`config.mk`:
```
export PLATFORM = sky130hd
export DESIGN_NAME = pixel_mixer
export DESIGN_NICKNAME = d
export VERILOG_FILES = /design/src/fantasy_pkg.sv /design/src/pixel_mixer.sv
export SDC_FILE = /design/constraint.sdc
export NUM_CORES = 1
export LEC_CHECK = 0
export BUFFER_PORTS_ARGS = -buffer_cell sky130_fd_sc_hd__buf_4
export CAP_MARGIN = 20
export CORE_ASPECT_RATIO = 0.6
export CORE_UTILIZATION = 51
export DETAILED_ROUTE_END_ITERATION = 8
export PLACE_DENSITY_LB_ADDON = 0.2
export SYNTH_ARGS = -nofsm -noshare
export SYNTH_HDL_FRONTEND = slang
export SYNTH_SLANG_ARGS = --single-unit
```
`constraint.sdc`:
```
create_clock -name vin_clk_i -period 2.1 [get_ports vin_clk_i]
set_input_delay 0.315 -clock vin_clk_i [delete_from_list [all_inputs] [get_ports vin_clk_i]]
set_output_delay 0.315 -clock vin_clk_i [all_outputs]
set_load 0.05 [all_outputs]
```
`src/fantasy_pkg.sv`:
```
package fantasy_pkg;

   // blue in [7:0], green in [15:8], red in [23:16].
   typedef logic [23:0] pixel_t;

   // sw_i[1:0] effect selection.
   typedef enum logic [1:0] {
      mode_bitmap     = 2'd0, // invert where the block bit is set.
      mode_pass       = 2'd1, // never invert.
      mode_all        = 2'd2, // always invert.
      mode_inv_bitmap = 2'd3  // invert where the block bit is clear.
   } effect_mode_e;

   // top bit of the green channel marks a bright pixel.
   localparam int BRIGHT_BIT = 15;

endpackage

```
`src/pixel_mixer.sv`:
```
`timescale 1ns/1ps

module pixel_mixer #(
   parameter int HEARTBEAT_BIT = 26
) (
   input  logic                vin_clk_i,
   input  logic                reset_i,
   input  logic [3:0]          sw_i,
   input  logic                hs_i,
   input  logic                vs_i,
   input  logic                de_i,
   input  fantasy_pkg::pixel_t data_i,
   input  logic                block_bit_i,
   input  logic                vout_hpd_i,
   output fantasy_pkg::pixel_t vout_data_o,
   output logic                vout_hs_o,
   output logic                vout_vs_o,
   output logic                vout_de_o,
   output logic [3:0]          led_o,
   output logic                vin_hpd_o
);

   import fantasy_pkg::*;

   pixel_t                 data_d1;
   logic                   hs_d1;
   logic                   vs_d1;
   logic                   de_d1;
   effect_mode_e           mode;
   logic                   flag;
   logic                   flag_q;
   logic                   frame_tgl_q;
   logic [HEARTBEAT_BIT:0] beat_q;

   assign mode = effect_mode_e'(sw_i[1:0]);

   always_comb begin
      case (mode)
         mode_bitmap:     flag = block_bit_i;
         mode_pass:       flag = 1'b0;
         mode_all:        flag = 1'b1;
         mode_inv_bitmap: flag = ~block_bit_i;
         default:         flag = 1'b0;
      endcase
   end

   always_ff @(posedge vin_clk_i) begin
      data_d1     <= data_i; // lines up with the bitmap read.
      vout_data_o <= data_d1 ^ {24{flag}};
      if (reset_i) begin
         {hs_d1, vs_d1, de_d1}             <= 3'b000;
         {vout_hs_o, vout_vs_o, vout_de_o} <= 3'b000;
         flag_q      <= 1'b0;
         frame_tgl_q <= 1'b0;
         beat_q      <= '0;
      end else begin
         {hs_d1, vs_d1, de_d1}             <= {hs_i, vs_i, de_i};
         {vout_hs_o, vout_vs_o, vout_de_o} <= {hs_d1, vs_d1, de_d1};
         flag_q <= flag;
         beat_q <= beat_q + 1'b1;
         if (vs_d1 && !vout_vs_o) begin
            frame_tgl_q <= ~frame_tgl_q; // one toggle per output frame.
         end
      end
   end

   assign led_o     = {vout_hpd_i, frame_tgl_q, beat_q[HEARTBEAT_BIT], flag_q};
   assign vin_hpd_o = vout_hpd_i | sw_i[3];

endmodule

```
* After elaboration in Yosys (flattened, before gate mapping)
Index checks and enable logic that the tools add are counted.
** Operators by class
- $add $sub $neg :: 1
- Equality and inequality tests :: 3
- Multiplexer cells :: 1
- Bitwise logic cells :: 4
- Reductions and logical operators :: 3
** Operators by type and width (number)
- adder 27 x 1 -> 27 bit, second input constant :: 1
- bitwise XOR 24 bit :: 1
- equality test 2 bit, second input constant :: 2
- one-hot mux 1 bit (4 select lines) :: 1
- equality test 2 x 1 -> 1 bit, second input constant :: 1
- logical NOT 2 bit :: 1
- inverter 1 bit :: 2
- logical AND 1 bit :: 1
- logical NOT 1 bit :: 1
- OR 1 bit :: 1
** Storage, ports and cells
- Register bits :: 83
- Input port bits :: 35
- Logic and storage cells :: 23

* Depth between registers and ports, before layout
- Word-level depth :: 3
- Depth in mapped cells :: 6
- Gate-level depth less buffers :: 5

* Worst setup path after synthesis
OpenSTA, ideal clock, no wires.
- Path type :: register -> register
- Start :: register beat_q[0]
- End :: register beat_q[26]
- Arrival :: 1.724 ns
- Data required time :: 2.030 ns
- Path slack :: 0.305 ns
- Cell stages (with the launch flop) :: 7
- Buffers on the path :: 1
- Clock period less this slack :: 1.795 ns
- Cell sequence :: dfxtp_1 > ha_1 > and4_2 > buf_2 > nand4_1 > or4_1 > a21oi_1
** On the way
- Word-level cells in the longest chain between the ends :: 1
** RTL lines
- start, declared :: line pixel_mixer.sv:33 : logic [HEARTBEAT_BIT:0] beat_q;
- start signal, assigned :: line pixel_mixer.sv:60 : beat_q <= beat_q + 1'b1;
- adder 27 x 1 -> 27 bit :: line pixel_mixer.sv:60
No other way between the ends.
A chain may end at the register's enable or synchronous reset.

* Worst setup path after layout
- Start :: register beat_q[2]
- End :: register beat_q[17]
The elaborated chain is that of the path after synthesis.

==> key figures <==
Floorplan
  • Num rows: 19
  • Die X: 95.24 um
  • Core area: 4778 um2
  • Initial Util: 0.5567
  • Die area: 5518 um2
  • IO Pins: 67
  • Die height: 57.94 um

Drt
  • Avg WL per Cell: 12.72 um
  • Residual DRC: 0
  • 1st-pass router iterations: 4
  • Routed wire length: 4695 um
  • DR vias: 1835
  • Via density: 4.973
  • Detail Route Antenna Nets: 0
  • Initial drt markers: 74

Clock tree
  • Worst-skew pair later-pin latency: 0.35 ns
  • CTS Hold Bufs: 0
  • CTS clock-pin slew for the worst setup and hold paths: 0.09 ns
  • CTS tree: yes
  • CTS max path bufs: 2
  • CTS H-tree depth: 3
  • CTS Root Buffer Type: clkbuf_8
  • Post-CTS setup buffers: 0
  • # resized after CTS: 0
  • CTS Sinks: 83
  • Total CTS buffers: 9

Timing
  • Final period utilization: 0.8691
  • Final slew viol count: 0
  • Final Hold Vio Count: 0
  • Final setup fails: 0
  • Unrepaired setup endpoints after global routing: false
  • Sum of negative setup slack: 0 ns
  • Relative slew slack: 0.6597
  • Fin crit period: 1.825 ns
  • Fmax: 547.9 MHz
  • Clock skew: 0.01287 ns
  • Worst-Margin Slew: 0.4997 ns

Logic synthesis
  • FFs w/ async S/R, synth: 0
  • Syn Nets: 272
  • Mapped Area: 2660 um2
  • Cell count after synthesis: 236
  • Mean Syn Cell Area: 11.27 um2
  • Sequential area share after synthesis: 0.6246
  • Netlist cell types: 30
  • Seq cells post-synth: 83
  • Top cells by count, synth: dfxtp_1, xnor2_1, nor2_1, a21oi_1
  • Top cell type by total area after synthesis: dfxtp_1
  • Top_reg_cell synth: dfxtp_1
  • Number of synthesized flops with an enable pin: 0
  • Warnings from Yosys: 0
  • Synth top area cells: dfxtp_1, xnor2_1, o31ai_1, or4_1, a21oi_1
  • Top-count cell post-synth: dfxtp_1
  • Top-area cell type share of the netlist area: 0.6246

Pwr
  • Clk network pwr share: 0.354
  • LEAKAGE: 1.346 nW
  • Sequential share of power: 0.500
  • Switch share: 0.2629
  • P_sw: 0.0008978 W
  • Peak supply drop: 0.0006992 V
  • Comb pwr share: 0.146
  • P_int: 0.002517 W
  • PD cells: 1000 nW/um2

Final layout
  • NumNets Final: 338
  • Syn-to-layout area delta: 28.36%
  • Layout cells sized above 1: 0.2908
  • Non-filler cells, final: 369
  • Util after Layout: 0.7146
  • Ant diodes: 0

Placed design
  • Port Buffers: 65
  • Detailed Place HPWL: 3274 um
  • Routability cong.: 0.7672
  • Placed Instances: 354

Worst setup path
  • WP data required: 2.38 ns
  • Slowest cell on the critical path: or4_1
  • CP arrival: 2.10 ns
  • CP Class: register to register
  • Worst path max stage delay: 0.53 ns
  • Crit path buf inv count: 0
  • Cell family with most CP delay: simple AND/OR/NAND/NOR gates
  • Critical path, cell by cell: nand4_2 > or3_4 > or4_1 > a21oi_1
  • CP max FO: 15
  • Crit. End Element: register
  • Startpoint Class: register

Job
  • Max-cap viol count: 0

Outcome
  • Status: completed

Global routing
  • Largest net degree at the start of global routing: 36
  • Global-route wire length before repair: 7659 um
  • Number of global-route vias before repair: 1719
  • Initial antenna violation count: 0
  • GRT overflow: 0
  • GR Util All Layers: 0.1911

Min path
  • Hold Crit Class: primary input to register
==> path summary, 6_finish.rpt <==
path | to | slack (ns) | cells past startpoint | from
setup / recovery | beat_q[17] | 0.27 | 4 | beat_q[2]
hold / removal | data_d1[12] | 0.06 | 1 | data_i[12]
setup reg to reg | beat_q[17] | 0.27 | 4 | beat_q[2]
hold reg to reg | vout_data_o[2] | 0.43 | 1 | data_d1[2]
==> power groups by stage <==
stage          sequential [W]  combinational [W]  clock [W]
6_report              0.00171           0.000499    0.00121
5_1_grt               0.00172           0.000522    0.00130
4_1_cts               0.00171           0.000505    0.00124
3_5_place_dp          0.00174           0.000503          0
3_3_place_gp          0.00174           0.000499          0
2_1_floorplan         0.00197           0.000108          0
==> flip-flops by register name, summed over array words and instances (netlist names) <==
register and flops:
vout_data_o 24, de_d1 1, beat_q 27, flag_q 1, vout_de_o 1, hs_d1 1
frame_tgl_q 1, data_d1 24, vout_vs_o 1, vs_d1 1, vout_hs_o 1
==> area by class of cell <==
class | count | area [um2]
multi-input cells | 136 | 920.9
flip-flops and latches | 83 | 1662
clock buffers | 9 | 123.9
inverters | 4 | 15.01
well taps | 63 | 78.83
fillers | 358 | 1364
repair buffers | 68 | 523.0
clock inverters | 6 | 91.34
==> placed cells by master, fill, tap and decap left out, drive strengths merged, types with 3 or more instances in the layout <==
master / instances
xnor2: 31
dfxtp: 83
inv: 4
and4: 4
buf: 68
xor2: 6
or4: 10
nand4: 7
nor2b: 8
a21oi: 13
nor2: 16
or3: 4
nand3: 8
clkbuf: 9
clkinv: 4
o31ai: 10
nand2: 9
o21ai: 3
==> metal layers <==
layer,track usage,up-vias,routed length [um]
met4,0.1017,0,54
li1,-,939,-
met5,0,-,0
met2,0.3051,53,2200
met3,0.07218,6,315
met1,0.2253,837,2124
==> cells by family after synthesis <==
kind of cell,Yosys count,share of synthesized area
AOI/OAI and AO/OA,26,0.05832
xor gates and xnor gates,37,0.1218
and+or+nand+nor,71,0.1529
DFF,83,0.6246
adders and majority gates,1,0.004703
muxes,1,0.003763
buffers and inverters,17,0.03386
==> stage by stage <==
step	cell area, um2	hold WS (ns)	setup WS, ns	total power [W]
global placement	3199	0.4147	0.3439	0.002239
CTS	3415	0.05107	0.2796	0.003449
detailed placement	3199	0.4205	0.2967	0.002247
finish	3415	0.06175	0.2748	0.003415
floorplan	2660	0.3427	0.3054	0.002074
global route	3415	0.03877	0.1372	0.003545
Power figures use the tool's default switching activity.
