`config.mk`:
```
export PLATFORM = sky130hd
export DESIGN_NAME = block_cursor
export DESIGN_NICKNAME = d
export VERILOG_FILES = /design/src/block_cursor.sv
export SDC_FILE = /design/constraint.sdc
export NUM_CORES = 1
export LEC_CHECK = 0
export ABC_AREA = 1
export BUFFER_PORTS_ARGS = -buffer_cell sky130_fd_sc_hd__buf_2
export CORE_MARGIN = 2
export CORE_UTILIZATION = 35
export CTS_CLUSTER_DIAMETER = 100
export DETAILED_ROUTE_END_ITERATION = 7
export HOLD_SLACK_MARGIN = 0.08
export MAX_ROUTING_LAYER = met4
export PLACE_DENSITY = 0.52
export SYNTH_ARGS = -nofsm -noshare
export SYNTH_HDL_FRONTEND = slang
export SYNTH_SLANG_ARGS = --single-unit
```
`constraint.sdc`:
```
create_clock -name vin_clk_i -period 1.5 [get_ports vin_clk_i]
set_clock_uncertainty 0.2 [all_clocks]
set_input_delay 0.075 -clock vin_clk_i [delete_from_list [all_inputs] [get_ports vin_clk_i]]
set_output_delay 0.075 -clock vin_clk_i [all_outputs]
set_load 0.05 [all_outputs]
```
`src/block_cursor.sv`:
```
`timescale 1ns/1ps

module block_cursor #(
   parameter int KH      = 30,
   parameter int KV      = 30,
   parameter int H_WIDTH = 1920,
   parameter int HBLKS   = 64,
   parameter int VBLKS   = 36,
   localparam int CW     = (HBLKS > 1) ? $clog2(HBLKS) : 1,
   localparam int RW     = (VBLKS > 1) ? $clog2(VBLKS) : 1
) (
   input  logic          vin_clk_i,
   input  logic          reset_i,
   input  logic          vs_i,
   input  logic          de_i,
   output logic [CW-1:0] block_col_o,
   output logic [RW-1:0] block_row_o,
   output logic          line_end_o,
   output logic          frame_start_o
);

   localparam int PW = (KH > 1) ? $clog2(KH) : 1;
   localparam int LW = (KV > 1) ? $clog2(KV) : 1;

   logic [PW-1:0] px_q;
   logic [CW-1:0] col_q;
   logic [LW-1:0] line_q;
   logic [RW-1:0] row_q;
   logic          vs_q;
   logic          px_last;
   logic          col_last;
   logic          line_last;
   logic          row_last;

   assign px_last   = (px_q == PW'(KH - 1));
   assign col_last  = (col_q == CW'(HBLKS - 1));
   assign line_last = (line_q == LW'(KV - 1));
   assign row_last  = (row_q == RW'(VBLKS - 1));

   assign frame_start_o = vs_i & ~vs_q; // vs rising edge.
   assign line_end_o    = de_i & px_last & col_last;
   assign block_col_o   = col_q;
   assign block_row_o   = row_q;

   always_ff @(posedge vin_clk_i) begin
      if (reset_i) begin
         vs_q   <= 1'b0;
         px_q   <= '0;
         col_q  <= '0;
         line_q <= '0;
         row_q  <= '0;
      end else begin
         vs_q <= vs_i;
         if (frame_start_o) begin
            px_q   <= '0;
            col_q  <= '0;
            line_q <= '0;
            row_q  <= '0;
         end else if (de_i) begin
            if (!px_last) begin
               px_q <= px_q + 1'b1;
            end else begin
               px_q <= '0;
               if (!col_last) begin
                  col_q <= col_q + 1'b1;
               end else begin
                  col_q <= '0; // end of line.
                  if (!line_last) begin
                     line_q <= line_q + 1'b1;
                  end else begin
                     line_q <= '0;
                     row_q  <= row_last ? '0 : row_q + 1'b1;
                  end
               end
            end
         end
      end
   end

   a_width_multiple: assert property (@(posedge vin_clk_i) disable iff (reset_i)
      (H_WIDTH % KH == 0) && (H_WIDTH / KH == HBLKS));

   // every active line must close on a block boundary.
   a_line_aligned: assert property (@(posedge vin_clk_i) disable iff (reset_i)
      $fell(de_i) |-> (px_q == '0 && col_q == '0));

endmodule

```
* After elaboration in Yosys (flattened, before gate mapping)
Cells that the tools add are included.
** Word-level totals
- Output and inout port bits :: 14
- Bits of input ports :: 4
- Word-level logic and storage cells :: 25
- Flip-flop bits (word level) :: 23
** Operators by class
- Muxes and demuxes :: 4
- Reductions and logical operators :: 4
- Add/sub/neg operators :: 4
- Equality and inequality tests :: 4
- Bitwise operators :: 4
** Operators by type and width (number)
- $add A6 B1 Y6 const B :: 2
- $eq A6 B6 Y1 const B :: 2
- $mux W6 :: 2
- $add A5 B1 Y5 const B :: 2
- $eq A5 B5 Y1 const B :: 2
- $mux W5 :: 2
- $reduce_and A4 Y1 :: 1
- $and A1 B1 Y1 :: 3
- $reduce_and A3 Y1 :: 1
- $reduce_and A2 Y1 :: 1
- $reduce_or A2 Y1 :: 1
- $not A1 Y1 :: 1

* Logic depth before layout (Yosys ltp)
- Depth in word-level cells :: 3
- Mapped depth :: 9
- Gate-level depth less buffers :: 9

* Worst setup path before layout
OpenSTA, ideal clock, no wires.
- Path type :: flip-flop to flip-flop
- From :: register col_q[0] (netlist: block_col_o[0])
- To :: register line_q[0]
- Arrival time :: 1.783 ns
- Path buffers :: 0
- Required time :: 1.230 ns
- Stages on the path, launching flop included :: 8
- Path slack :: -0.553 ns
- Cells stage by stage :: dfxtp_1 > ha_1 > nand3_1 > nor2_2 > nand2_2 > inv_2 > nand2_1 > a21oi_1
** Between the ends
- Longest elaborated chain between the ends :: 2
** RTL lines
- from (decl) :: RTL line 26 : logic [CW-1:0] col_q;
- from (signal assigned) :: RTL line 65 : col_q <= col_q + 1'b1;
- $eq A6 B6 Y1 :: RTL line 36 : assign col_last = (col_q == CW'(HBLKS - 1));
- $reduce_and A3 Y1 (no source line)
- to (signal assigned) :: RTL line 69 : line_q <= line_q + 1'b1;
- to (decl) :: RTL line 27 : logic [LW-1:0] line_q;
No other way between the ends.
A chain may end at the register's enable or synchronous reset.

* Worst setup path after layout
- From :: register px_q[1]
- To :: output line_end_o
** Between the ends
- Longest elaborated chain between the ends :: 3
** RTL lines
- from (decl) :: RTL line 25 : logic [PW-1:0] px_q;
- from (signal assigned) :: RTL line 61 : px_q <= px_q + 1'b1;
- $eq A5 B5 Y1 :: RTL line 35 : assign px_last = (px_q == PW'(KH - 1));
- $and A1 B1 Y1 (2 in a row) :: RTL line 41 : assign line_end_o = de_i & px_last & col_last;
- to (decl) :: RTL line 18 : output logic line_end_o,
No other way between the ends.

==> reports/metrics.cfg <==
[drt]
vias=1253
drtPass1Iterations=3
avgViaCountPerCell=4.57
wl_um=2900
drtAntennaViolNets=0
drtIter0Drc=49
drc=0
wl_per_cell_um=10.6

[sta]
fin_crit_sh_pct=107
slew_headroom_pct=82.5
grt_setup_unrepaired=yes
setup_viol=15
period_minus_slack_ps=1600
max_freq_mhz=625
maxSlewViolCount=0
worst-slew-pin-transition_ps=263
final.setup.worst_slack_ps=-100
finalHoldViolCount=0

[clock_network]
clk_latency_ps=310
cts-root-buf=clkbuf_4
cts.clk_slew.worst_paths_ps=140
cts-htree-levels=1
numCtsBuffers=3
cts_max_path_buffers=2
clkSinkCount=23
cts_tree=done

[cells_and_area]
area_delta_synth_final_pct=50.9
final_nets=239
instances_no_fill=274
antennaDiodeCount=0
multi_input_area_um2=863
layout-drive-gt1-share_pct=41.2
stdcell_area_um2=1900
nFillCells=328
final_core_util_pct=56.0
area.sequential_um2=480

[global_route]
gr-total-overflow=0
grt_max_degree=14
grt_usage_pct=15.9
grt_pass1_vias=1257
grt_first_pass_wirelength_um=5140
antenna_found_initial=0

[place]
placed_cells=257
port_buffers=17
dpl-instance-area_um2=1580
gp_congestion=0.840
hpwl_um=2070

[worst_setup_path]
startpoint_type=flip-flop
crit_arrival_ps=1320
crit_type=flip-flop to output pin
critPathCaptureType=output pin
cp.required_ps=1220
crit_path_max_fanout=2

[power_and_ir_drop]
power_density_nw_per_um2=527
p_leak_nw=0.821
finalPower_w=0.00100
peakVddDrop_mv=0.298

[floorplanning]
num_rows=21
die-area_um2=4090
dieHeight_um=64.0
core-area_um2=3390
ios=18
initial_core_util_pct=37.1
dieWidth_um=64.0

[yosys]
seq_area_frac_synth_pct=36.6
avgSynthCellArea_um2=7.03
synthTopCellsByArea=dfxtp_1 (37%), nand2_1 (9.5%), nor2_1 (8.9%)
netlist_area_um2=1260
synth_ff_type=dfxtp_1
synth_nets=189
synth_edf_count=0
netlist-cell-type-count=24
ys_seq_elements=23
yosysWarnings=0
yosysTopAreaCell=dfxtp_1
synth-async-reset-ratio_pct=0
synth_top_cells_by_count=nand2_1 (32), nor2_1 (30), dfxtp_1 (23), inv_1 (23), nand3_1 (17)
netlist.area_leader.share_pct=36.6
synth.most_common_cell=nand2_1
synth_cells=179

[min_path]
hp-class=input port to flip-flop

[status]
violations=negative setup slack
status=finished with violations

[run]
cap_violations=0

-- kinds of logic after synthesis --
| family | Yosys count | share of synthesized area, % |
|---|---|---|
| buffers and inverters | 26 | 8.45 |
| and+or+nand+nor | 100 | 37.4 |
| adders and majority gates | 6 | 5.96 |
| xor gates and xnor gates | 5 | 3.48 |
| AOI/OAI and AO/OA | 19 | 8.15 |
| DFF | 23 | 36.6 |
-- layer usage --
layer  vias to the layer above  wire length [um]  GRT usage, %
met5                         -                 0             -
met3                         4                60          1.58
li1                        675                 -             -
met4                         0                33          6.79
met1                       560              1280          17.8
met2                        14              1520          28.6
-- power by group --
group | switching (W) | internal, W | total [W]
clock | 0.000196 | 0.0000996 | 0.000296
sequential | 0.00000348 | 0.000612 | 0.000616
combinational | 0.0000486 | 0.0000412 | 0.0000898
total | 0.000248 | 0.000753 | 0.00100
-- through the flow --
step	TNS, ps	worst slack (ps)	hold WS [ps]
2_1_floorplan	-131	-64.4	-52.6
3_3_place_gp	-399	-45.4	61.4
3_5_place_dp	-665	-63.4	64.7
4_1_cts	-604	-113	124
5_1_grt	-2010	-173	155
6_report	-476	-100	142
-- final timing paths --
path                  startpoint             end  slack, ps  cells after the start
setup / recovery         px_q[1]      line_end_o       -100                      7
hold / removal              vs_i  block_row_o[0]        140                      7
hold reg to reg   block_row_o[1]  block_row_o[1]        310                      2
setup reg to reg  block_col_o[0]  block_row_o[3]        -60                      9
-- repair_timing --
action / in CTS / in global routing
endpoints found under the hold margin: 12 / 0
endpoints found under the setup margin: 20 / 23
setup buffers: 5 / 4
pin swaps: 6 / 9
gates resized for setup: 19 / 27
hold buffers: 4 / 0
-- worst max-delay path: stages, from the launching register on --
cell and delay (ps):
dfxtp_2 350, inv_2 60, ha_4 130, nand3_4 60
nor2_4 150, nand2_4 80, clkinv_4 50, buf_8 130
-- cells in the final DEF (no fill, tap or decap), drive strengths merged --
| cell type | count |
|---|---|
| and3 | 1 |
| clkbuf | 3 |
| a211oi | 1 |
| nand3 | 19 |
| nor2 | 35 |
| nand4 | 5 |
| clkinv | 2 |
| o21ai | 5 |
| inv | 23 |
| xor2 | 3 |
| dfxtp | 23 |
| o21bai | 2 |
| nand2 | 36 |
| ha | 6 |
| dlygate4sd3 | 4 |
| nor3 | 3 |
| xnor2 | 2 |
| nor3b | 1 |
| a21oi | 11 |
| buf | 43 |
-- sequential cells by signal, summed over array words and instances, names as in the netlist --
register / flops
block_row_o: 6
vs_q: 1
line_q: 5
px_q: 5
block_col_o: 6
-- cell type report --
cell class | count | share of cell area (%)
multi-input cells | 130 | 45.5
flip-flops and latches | 23 | 25.3
repair buffers | 47 | 19.5
inverters | 24 | 5.27
well taps | 46 | 3.03
clock buffers | 3 | 1.19
clock inverters | 1 | 0.264
No activity file was read; power rests on OpenSTA's default activity.
