File: src/fantasy_pkg.sv
package fantasy_pkg;

   // blue in [7:0], green in [15:8], red in [23:16].
   typedef logic [23:0] pixel_t;

   // sw_i[1:0] effect selection.
   typedef enum logic [1:0] {
      mode_bitmap     = 2'd0, // invert where the block bit is set.
      mode_pass       = 2'd1, // never invert.
      mode_all        = 2'd2, // always invert.
      mode_inv_bitmap = 2'd3  // invert where the block bit is clear.
   } effect_mode_e;

   // top bit of the green channel marks a bright pixel.
   localparam int BRIGHT_BIT = 15;

endpackage

File: src/block_luma_accum.sv
`timescale 1ns/1ps

module block_luma_accum #(
   parameter int KH    = 30,
   parameter int KV    = 30,
   parameter int HBLKS = 64,
   parameter int VBLKS = 36,
   localparam int CW   = (HBLKS > 1) ? $clog2(HBLKS) : 1,
   localparam int RW   = (VBLKS > 1) ? $clog2(VBLKS) : 1
) (
   input  logic              vin_clk_i,
   input  logic              reset_i,
   input  logic              de_i,
   input  fantasy_pkg::pixel_t data_i,
   input  logic [CW-1:0]     block_col_i,
   input  logic              line_end_i,
   input  logic              frame_start_i,
   output logic              wr_en_o,
   output logic [CW-1:0]     wr_col_o,
   output logic [RW-1:0]     wr_row_o,
   output logic              wr_bit_o
);

   import fantasy_pkg::*;

   localparam int PW   = (KH > 1) ? $clog2(KH) : 1;
   localparam int LW   = (KV > 1) ? $clog2(KV) : 1;
   localparam int PXS  = KH * KV;
   localparam int CNTW = $clog2(PXS + 1);

   logic [CNTW-1:0] acc_q [HBLKS]; // bright count per block column.
   logic [CNTW-1:0] acc_nx;
   logic [PW-1:0]   px_q;
   logic [LW-1:0]   line_q;
   logic [RW-1:0]   row_q;
   logic            bright;
   logic            blk_end;

   assign bright  = data_i[BRIGHT_BIT];
   assign acc_nx  = acc_q[block_col_i] + CNTW'(bright);
   assign blk_end = de_i & (px_q == PW'(KH - 1)) & (line_q == LW'(KV - 1));

   always_ff @(posedge vin_clk_i) begin
      if (reset_i) begin
         wr_en_o <= 1'b0;
         px_q    <= '0;
         line_q  <= '0;
         row_q   <= '0;
         for (int i = 0; i < HBLKS; i++) begin
            acc_q[i] <= '0;
         end
      end else begin
         wr_en_o <= 1'b0;
         if (frame_start_i) begin
            px_q   <= '0;
            line_q <= '0;
            row_q  <= '0;
            for (int i = 0; i < HBLKS; i++) begin
               acc_q[i] <= '0;
            end
         end else if (de_i) begin
            px_q <= (px_q == PW'(KH - 1)) ? '0 : px_q + 1'b1;
            if (blk_end) begin
               acc_q[block_col_i] <= '0;
               wr_en_o  <= 1'b1;
               wr_col_o <= block_col_i;
               wr_row_o <= row_q;
               wr_bit_o <= (2 * int'(acc_nx)) >= PXS; // majority, ties bright.
            end else begin
               acc_q[block_col_i] <= acc_nx;
            end
            if (line_end_i) begin
               if (line_q == LW'(KV - 1)) begin
                  line_q <= '0;
                  row_q  <= (row_q == RW'(VBLKS - 1)) ? '0 : row_q + 1'b1;
               end else begin
                  line_q <= line_q + 1'b1;
               end
            end
         end
      end
   end

   a_wr_col_range: assert property (@(posedge vin_clk_i) disable iff (reset_i)
      wr_en_o |-> (int'(wr_col_o) < HBLKS));

endmodule

File: config.mk
export PLATFORM = sky130hd
export DESIGN_NAME = block_luma_accum
export DESIGN_NICKNAME = d
export VERILOG_FILES = /design/src/fantasy_pkg.sv /design/src/block_luma_accum.sv
export SDC_FILE = /design/constraint.sdc
export NUM_CORES = 1
export LEC_CHECK = 0
export ABC_AREA = 1
export BUFFER_PORTS_ARGS = -buffer_cell sky130_fd_sc_hd__buf_2
export CAP_MARGIN = 20
export CORE_MARGIN = 4
export CORE_UTILIZATION = 48
export DETAILED_ROUTE_END_ITERATION = 16
export GPL_TIMING_DRIVEN = 0
export PLACE_DENSITY = 0.6
export REMOVE_ABC_BUFFERS = 1
export SYNTH_ARGS = -nofsm -noshare
export SYNTH_HDL_FRONTEND = slang
export SYNTH_SLANG_ARGS = --single-unit
export TNS_END_PERCENT = 5
File: constraint.sdc
create_clock -name vin_clk_i -period 4.4 [get_ports vin_clk_i]
set_input_delay 0 -clock vin_clk_i [delete_from_list [all_inputs] [get_ports vin_clk_i]]
set_output_delay 0 -clock vin_clk_i [all_outputs]
set_load 0.05 [all_outputs]
-- Word level (Yosys, flattened, before mapping)
Memory sizes are Yosys's and may differ from the RTL's.
Cells that the tools add are included.
- register bits after elaboration: 30
- memory bits (writable): 640
- input port bits: 35
- output and inout port bits: 14
- word-level logic and storage cells: 176
- memories kept: 1
- add/subtract/negate cells: 4
- order comparisons: 1
- equality and inequality tests: 3
- multiplexer cells: 86
- bitwise logic cells: 69
- reduce and logical (&&, ||, !) cells: 5
- memory list (memory ; words ; bits a word ; rd ports ; clocked after Yosys merged registers in ; write ports ; line ; text):
    acc_q ; 64 ; 10 ; 1 ; 0 ; 64 ; block_luma_accum.sv:31 ; logic [CNTW-1:0] acc_q [HBLKS];
- operator list (operator ; number):
    $mux 10 ; 66
    $or 1x1->1 ; 65
    $mux 1 ; 16
    $mux 6 ; 2
    $ge 11x10->1 const B ; 1
    $add 10x1->10 ; 1
    $add 5x1->5 const B ; 2
    $eq 5x5->1 const B ; 2
    $mux 5 ; 2
    $reduce_or 10->1 ; 1
    $add 6x1->6 const B ; 1
    $eq 6x6->1 const B ; 1
    $reduce_and 4->1 ; 1
    $reduce_and 3->1 ; 1
    $and 1x1->1 ; 2
    $not 1->1 ; 2
    $reduce_and 2->1 ; 1
    $reduce_or 2->1 ; 1

-- Logic depth before layout (Yosys ltp)
- word-level depth: 11
- mapped depth: 23
- mapped depth without buffers: 20

-- Least setup slack after synthesis
No wires, ideal clock.
- path kind: input to register
- start: input block_col_i[0]
- end: memory acc_q[12][4] (netlist name) (data pin)
- setup time: 266 ps
- arrival time: 2863 ps
- data required time: 4134 ps
- path slack: 1271 ps
- stages: 19
- buffers on the path: 6
- path through: buf_4 -> buf_2 -> buf_4 -> nor2_1 -> clkbuf_1 -> a22o_1 -> a221oi_1 -> nand4_1 -> nand2_1 -> nand4_1 -> or2_2 -> ha_1 -> ha_1 -> nand3_1 -> xor2_1 -> or2_1 -> buf_2 -> buf_4 -> nor2_1
- RTL lines (what ; line ; text):
    start: declaration ; block_luma_accum.sv:15 ; input logic [CW-1:0] block_col_i,
    end: declaration ; block_luma_accum.sv:31 ;

==> flow_metrics.tcl <==
set metrics [dict create \
    crit_type "primary input to flop" \
    slew_violations 0 \
    crit_start "block_col_i[2]" \
    wl_mm 91.6 \
    synthFlopType "edfxtp_1" \
    synth_edf_count 653 \
    async_flop_share_pct 0 \
    rrSetupSlack_ns 0.83 \
    ios 49 \
    path_max_fanout 49 \
    grt_max_degree 152 \
    final_area_mm2 0.0345 \
    die_h_um 263 \
    maxSlewHeadroom_pct 17.9 \
    hold_path.class "primary input to flop" \
    syn2layout_area_growth_pct 11.0 \
    drc 0 \
    clk_pin_slew_ns 0.06 \
    ir_worst_vdd_uv 322 \
    clock_latency_ns 0.61 \
    io_buffers 25 \
    antenna_cells 0 \
    netlist_top_cells_count "nand2_1, nor2_1, edfxtp_1" \
    ys_warn_count 0 \
    yosysTopAreaCell "edfxtp_1" \
    drt_first_pass_iters 8 \
    die_area_mm2 0.0689 \
    postRouteAntennaNets 0 \
    rsz0062_at_grt "false" \
    worst-slew-pin-transition_ns 1.23 \
    cp-endpoint "acc_q[3][8]" \
    antenna_found_initial 1 \
    max_freq_mhz 237 \
    power_w 0.0139 \
    required_ns 4.85 \
    ys_seq_area_share_pct 64.1 \
    power.clock.fraction_pct 40.6 \
    synth_top_cell_area_share_pct 63.1 \
    die_x_um 263 \
    grt_pass1_vias 22295 \
    dpl_cell_area_mm2 0.0320 \
    grt_pass1_wl_mm 135 \
    cp-start-kind "primary input" \
    status "finished clean" \
    cts_max_level 3 \
    critPathArrivalTime_ns 4.67 \
    synth_most_common_cell "nand2_1" \
    core-area_mm2 0.0643 \
    swShare_pct 23.4 \
    p_per_area_mw_per_mm2 403 \
    leakagePower_nw 13.7 \
    synth_cells 3383 \
    ys_seq_elements 670 \
    root_buffer "clkbuf_16" \
    clock_path_buffers 3 \
    cts_sinks 670 \
    gp_congestion 0.850 \
    drive_gt1_share_pct 7.19 \
    fin_crit_ns 4.22 \
    rr_endpoint "acc_q[3][8]" \
    post_drt_wl_per_cell_um 21.8 \
    num-fill-cells 5759 \
    path_common_cell "nand2_1" \
    dr_total_vias 23292 \
    max_stage_delay_ns 0.50 \
    cts_buffers 73 \
    cp_slowest_cell "o31ai_1" \
    r2r_cells 16 \
    ys_top_cells_by_area "edfxtp_1, nand2_1, nor2_1" \
    nets 3343 \
    ys_types 40 \
    viasPerCell 5.54 \
    initial_core_util_pct 48.3 \
    drv_cap 0 \
    power.internal_w 0.0107 \
    num_rows 93 \
    setup_violations 0 \
    skew_ns 0.0287 \
    syn-cell-area_mm2 0.0311 \
    dpl.hpwl_mm 54.0 \
    track_usage_pct 25.7 \
    p_seq_share_pct 52.4 \
    worstPathCellList "buf_6 > inv_4 > buf_12 > nor2_4 > nand2_2 > clkinvlp_4 > buf_4 > nand2_1 > nand3_1 > o31ai_1 > nand4_1 > or2_2 > ha_1 > ha_1 > nand2_1 > nor2_2 > nand2_1 > o21ai_1 > nand2_1 > nand2_8 > buf_12 > nor2_1" \
    avgSynthCellArea_um2 9.19 \
    finalCritPeriodShare_pct 96.0 \
    overflow 0 \
    hold_viol_final 0 \
    p_switching_w 0.00325 \
    cts_tree "done" \
    end_kind "flop" \
    power_frac_comb_pct 6.9 \
    drtIter0Drc 2706 \
    r2r-start "acc_q[38][0]" \
]
sequential cells by signal, indices dropped and copies added, names as in the netlist:
register / flops
wr_bit_o: 1
wr_row_o: 6
wr_col_o: 6
acc_q: 640
wr_en_o: 1
line_q: 5
px_q: 5
row_q: 6
routing by layer:
metal	global-route usage, %	routed length (um)	vias up
li1	-	-	10761
met1	35.4	36400	11192
met2	40.3	42100	1116
met3	5.26	8880	221
met4	10.4	4200	2
met5	0	10	-
cell type report:
cell class                 count  area [um2]  share of cell area (%)
clock buffer                  98        2010                    5.81
clock inverter                30         151                   0.439
inverter                     117         473                    1.37
multi-input combinational   2352        9740                    28.2
sequential                   670       19900                    57.8
tap                          855        1070                    3.10
timing repair buffer          86        1120                    3.24
repair_timing:
| action | in CTS | in global routing |
|---|---|---|
| hold buffers | 7 | 0 |
| gates resized for setup | 9 | 9 |
| setup buffers | 12 | 3 |
| gates cloned | 2 | 3 |
| endpoints found under the setup margin | 641 | 215 |
| endpoints found under the hold margin | 17 | 0 |
| pin swaps | 2 | 1 |
through the flow:
stage	std cells	worst slack, ns	setup TNS [ns]	hold WS (ns)	util (%)
after floorplan	3136	-0.612	-148.48	0.0989	-
after global placement	4016	-11.82	-	0.324	48.4
after detailed placement	4053	-2.25	-1172.77	0.349	49.8
after CTS	4202	0.00844	0	0.0820	53.5
after global routing	4208	0.00889	0	0.101	53.6
final	4208	0.176	0	0.116	53.6
cells by family (layout without fill, tap and decap cells):
family	after synthesis	count (layout)	synth area share, %
XOR/XNOR	6	6	0.169
buffers and inverters	364	331	5.11
adder cells (fa/ha/maj)	8	8	0.322
AO/OA/AOI/OAI	146	146	2.75
flip-flops	670	670	64.1
AND/OR/NAND/NOR	2189	2192	27.5
worst min-delay path by stage:
stage                   start          end  slack [ns]  cells past startpoint
5_1_grt        block_col_i[0]  wr_col_o[0]        0.10                      2
3_3_place_gp             de_i      px_q[1]        0.32                      2
6_report       block_col_i[0]  wr_col_o[0]        0.12                      2
3_5_place_dp             de_i      px_q[1]        0.35                      2
4_1_cts         frame_start_i    line_q[1]        0.08                      5
2_1_floorplan  block_col_i[0]  wr_col_o[0]         0.1                      0
power groups by stage:
stage / clock (W) / combinational, W / sequential (W)
after floorplan: 0 / 0.000484 / 0.00741
after global placement: 0 / 0.000854 / 0.00742
after detailed placement: 0 / 0.000908 / 0.00743
after CTS: 0.00570 / 0.000935 / 0.00729
after global routing: 0.00599 / 0.00104 / 0.00731
final: 0.00565 / 0.000964 / 0.00729
cell usage in the layout (no fill, tap or decap), drive strengths merged, types with 6 or more instances in the layout:
| cell | netlist | final |
|---|---|---|
| a21oi | 39 | 39 |
| a221oi | 8 | 8 |
| a22o | 6 | 6 |
| a22oi | 13 | 13 |
| buf | 137 | 76 |
| clkbuf | 110 | 101 |
| clkinv | 1 | 30 |
| dfxtp | 17 | 17 |
| dlygate4sd3 | 0 | 7 |
| edfxtp | 653 | 653 |
| ha | 8 | 8 |
| inv | 116 | 113 |
| nand2 | 1286 | 1286 |
| nand3 | 63 | 63 |
| nand4 | 27 | 27 |
| nor2 | 765 | 767 |
| nor3 | 15 | 15 |
| o211ai | 11 | 11 |
| o21ai | 65 | 65 |
| or2 | 25 | 26 |
worst max-delay path: cells and delay by family:
kind            cells  cell delay [ns]
buf+inv             6             1.61
fa+ha+maj           2             0.43
compound gates      2             0.58
simple gates       12             1.97
(Power assumes the default switching activity.)
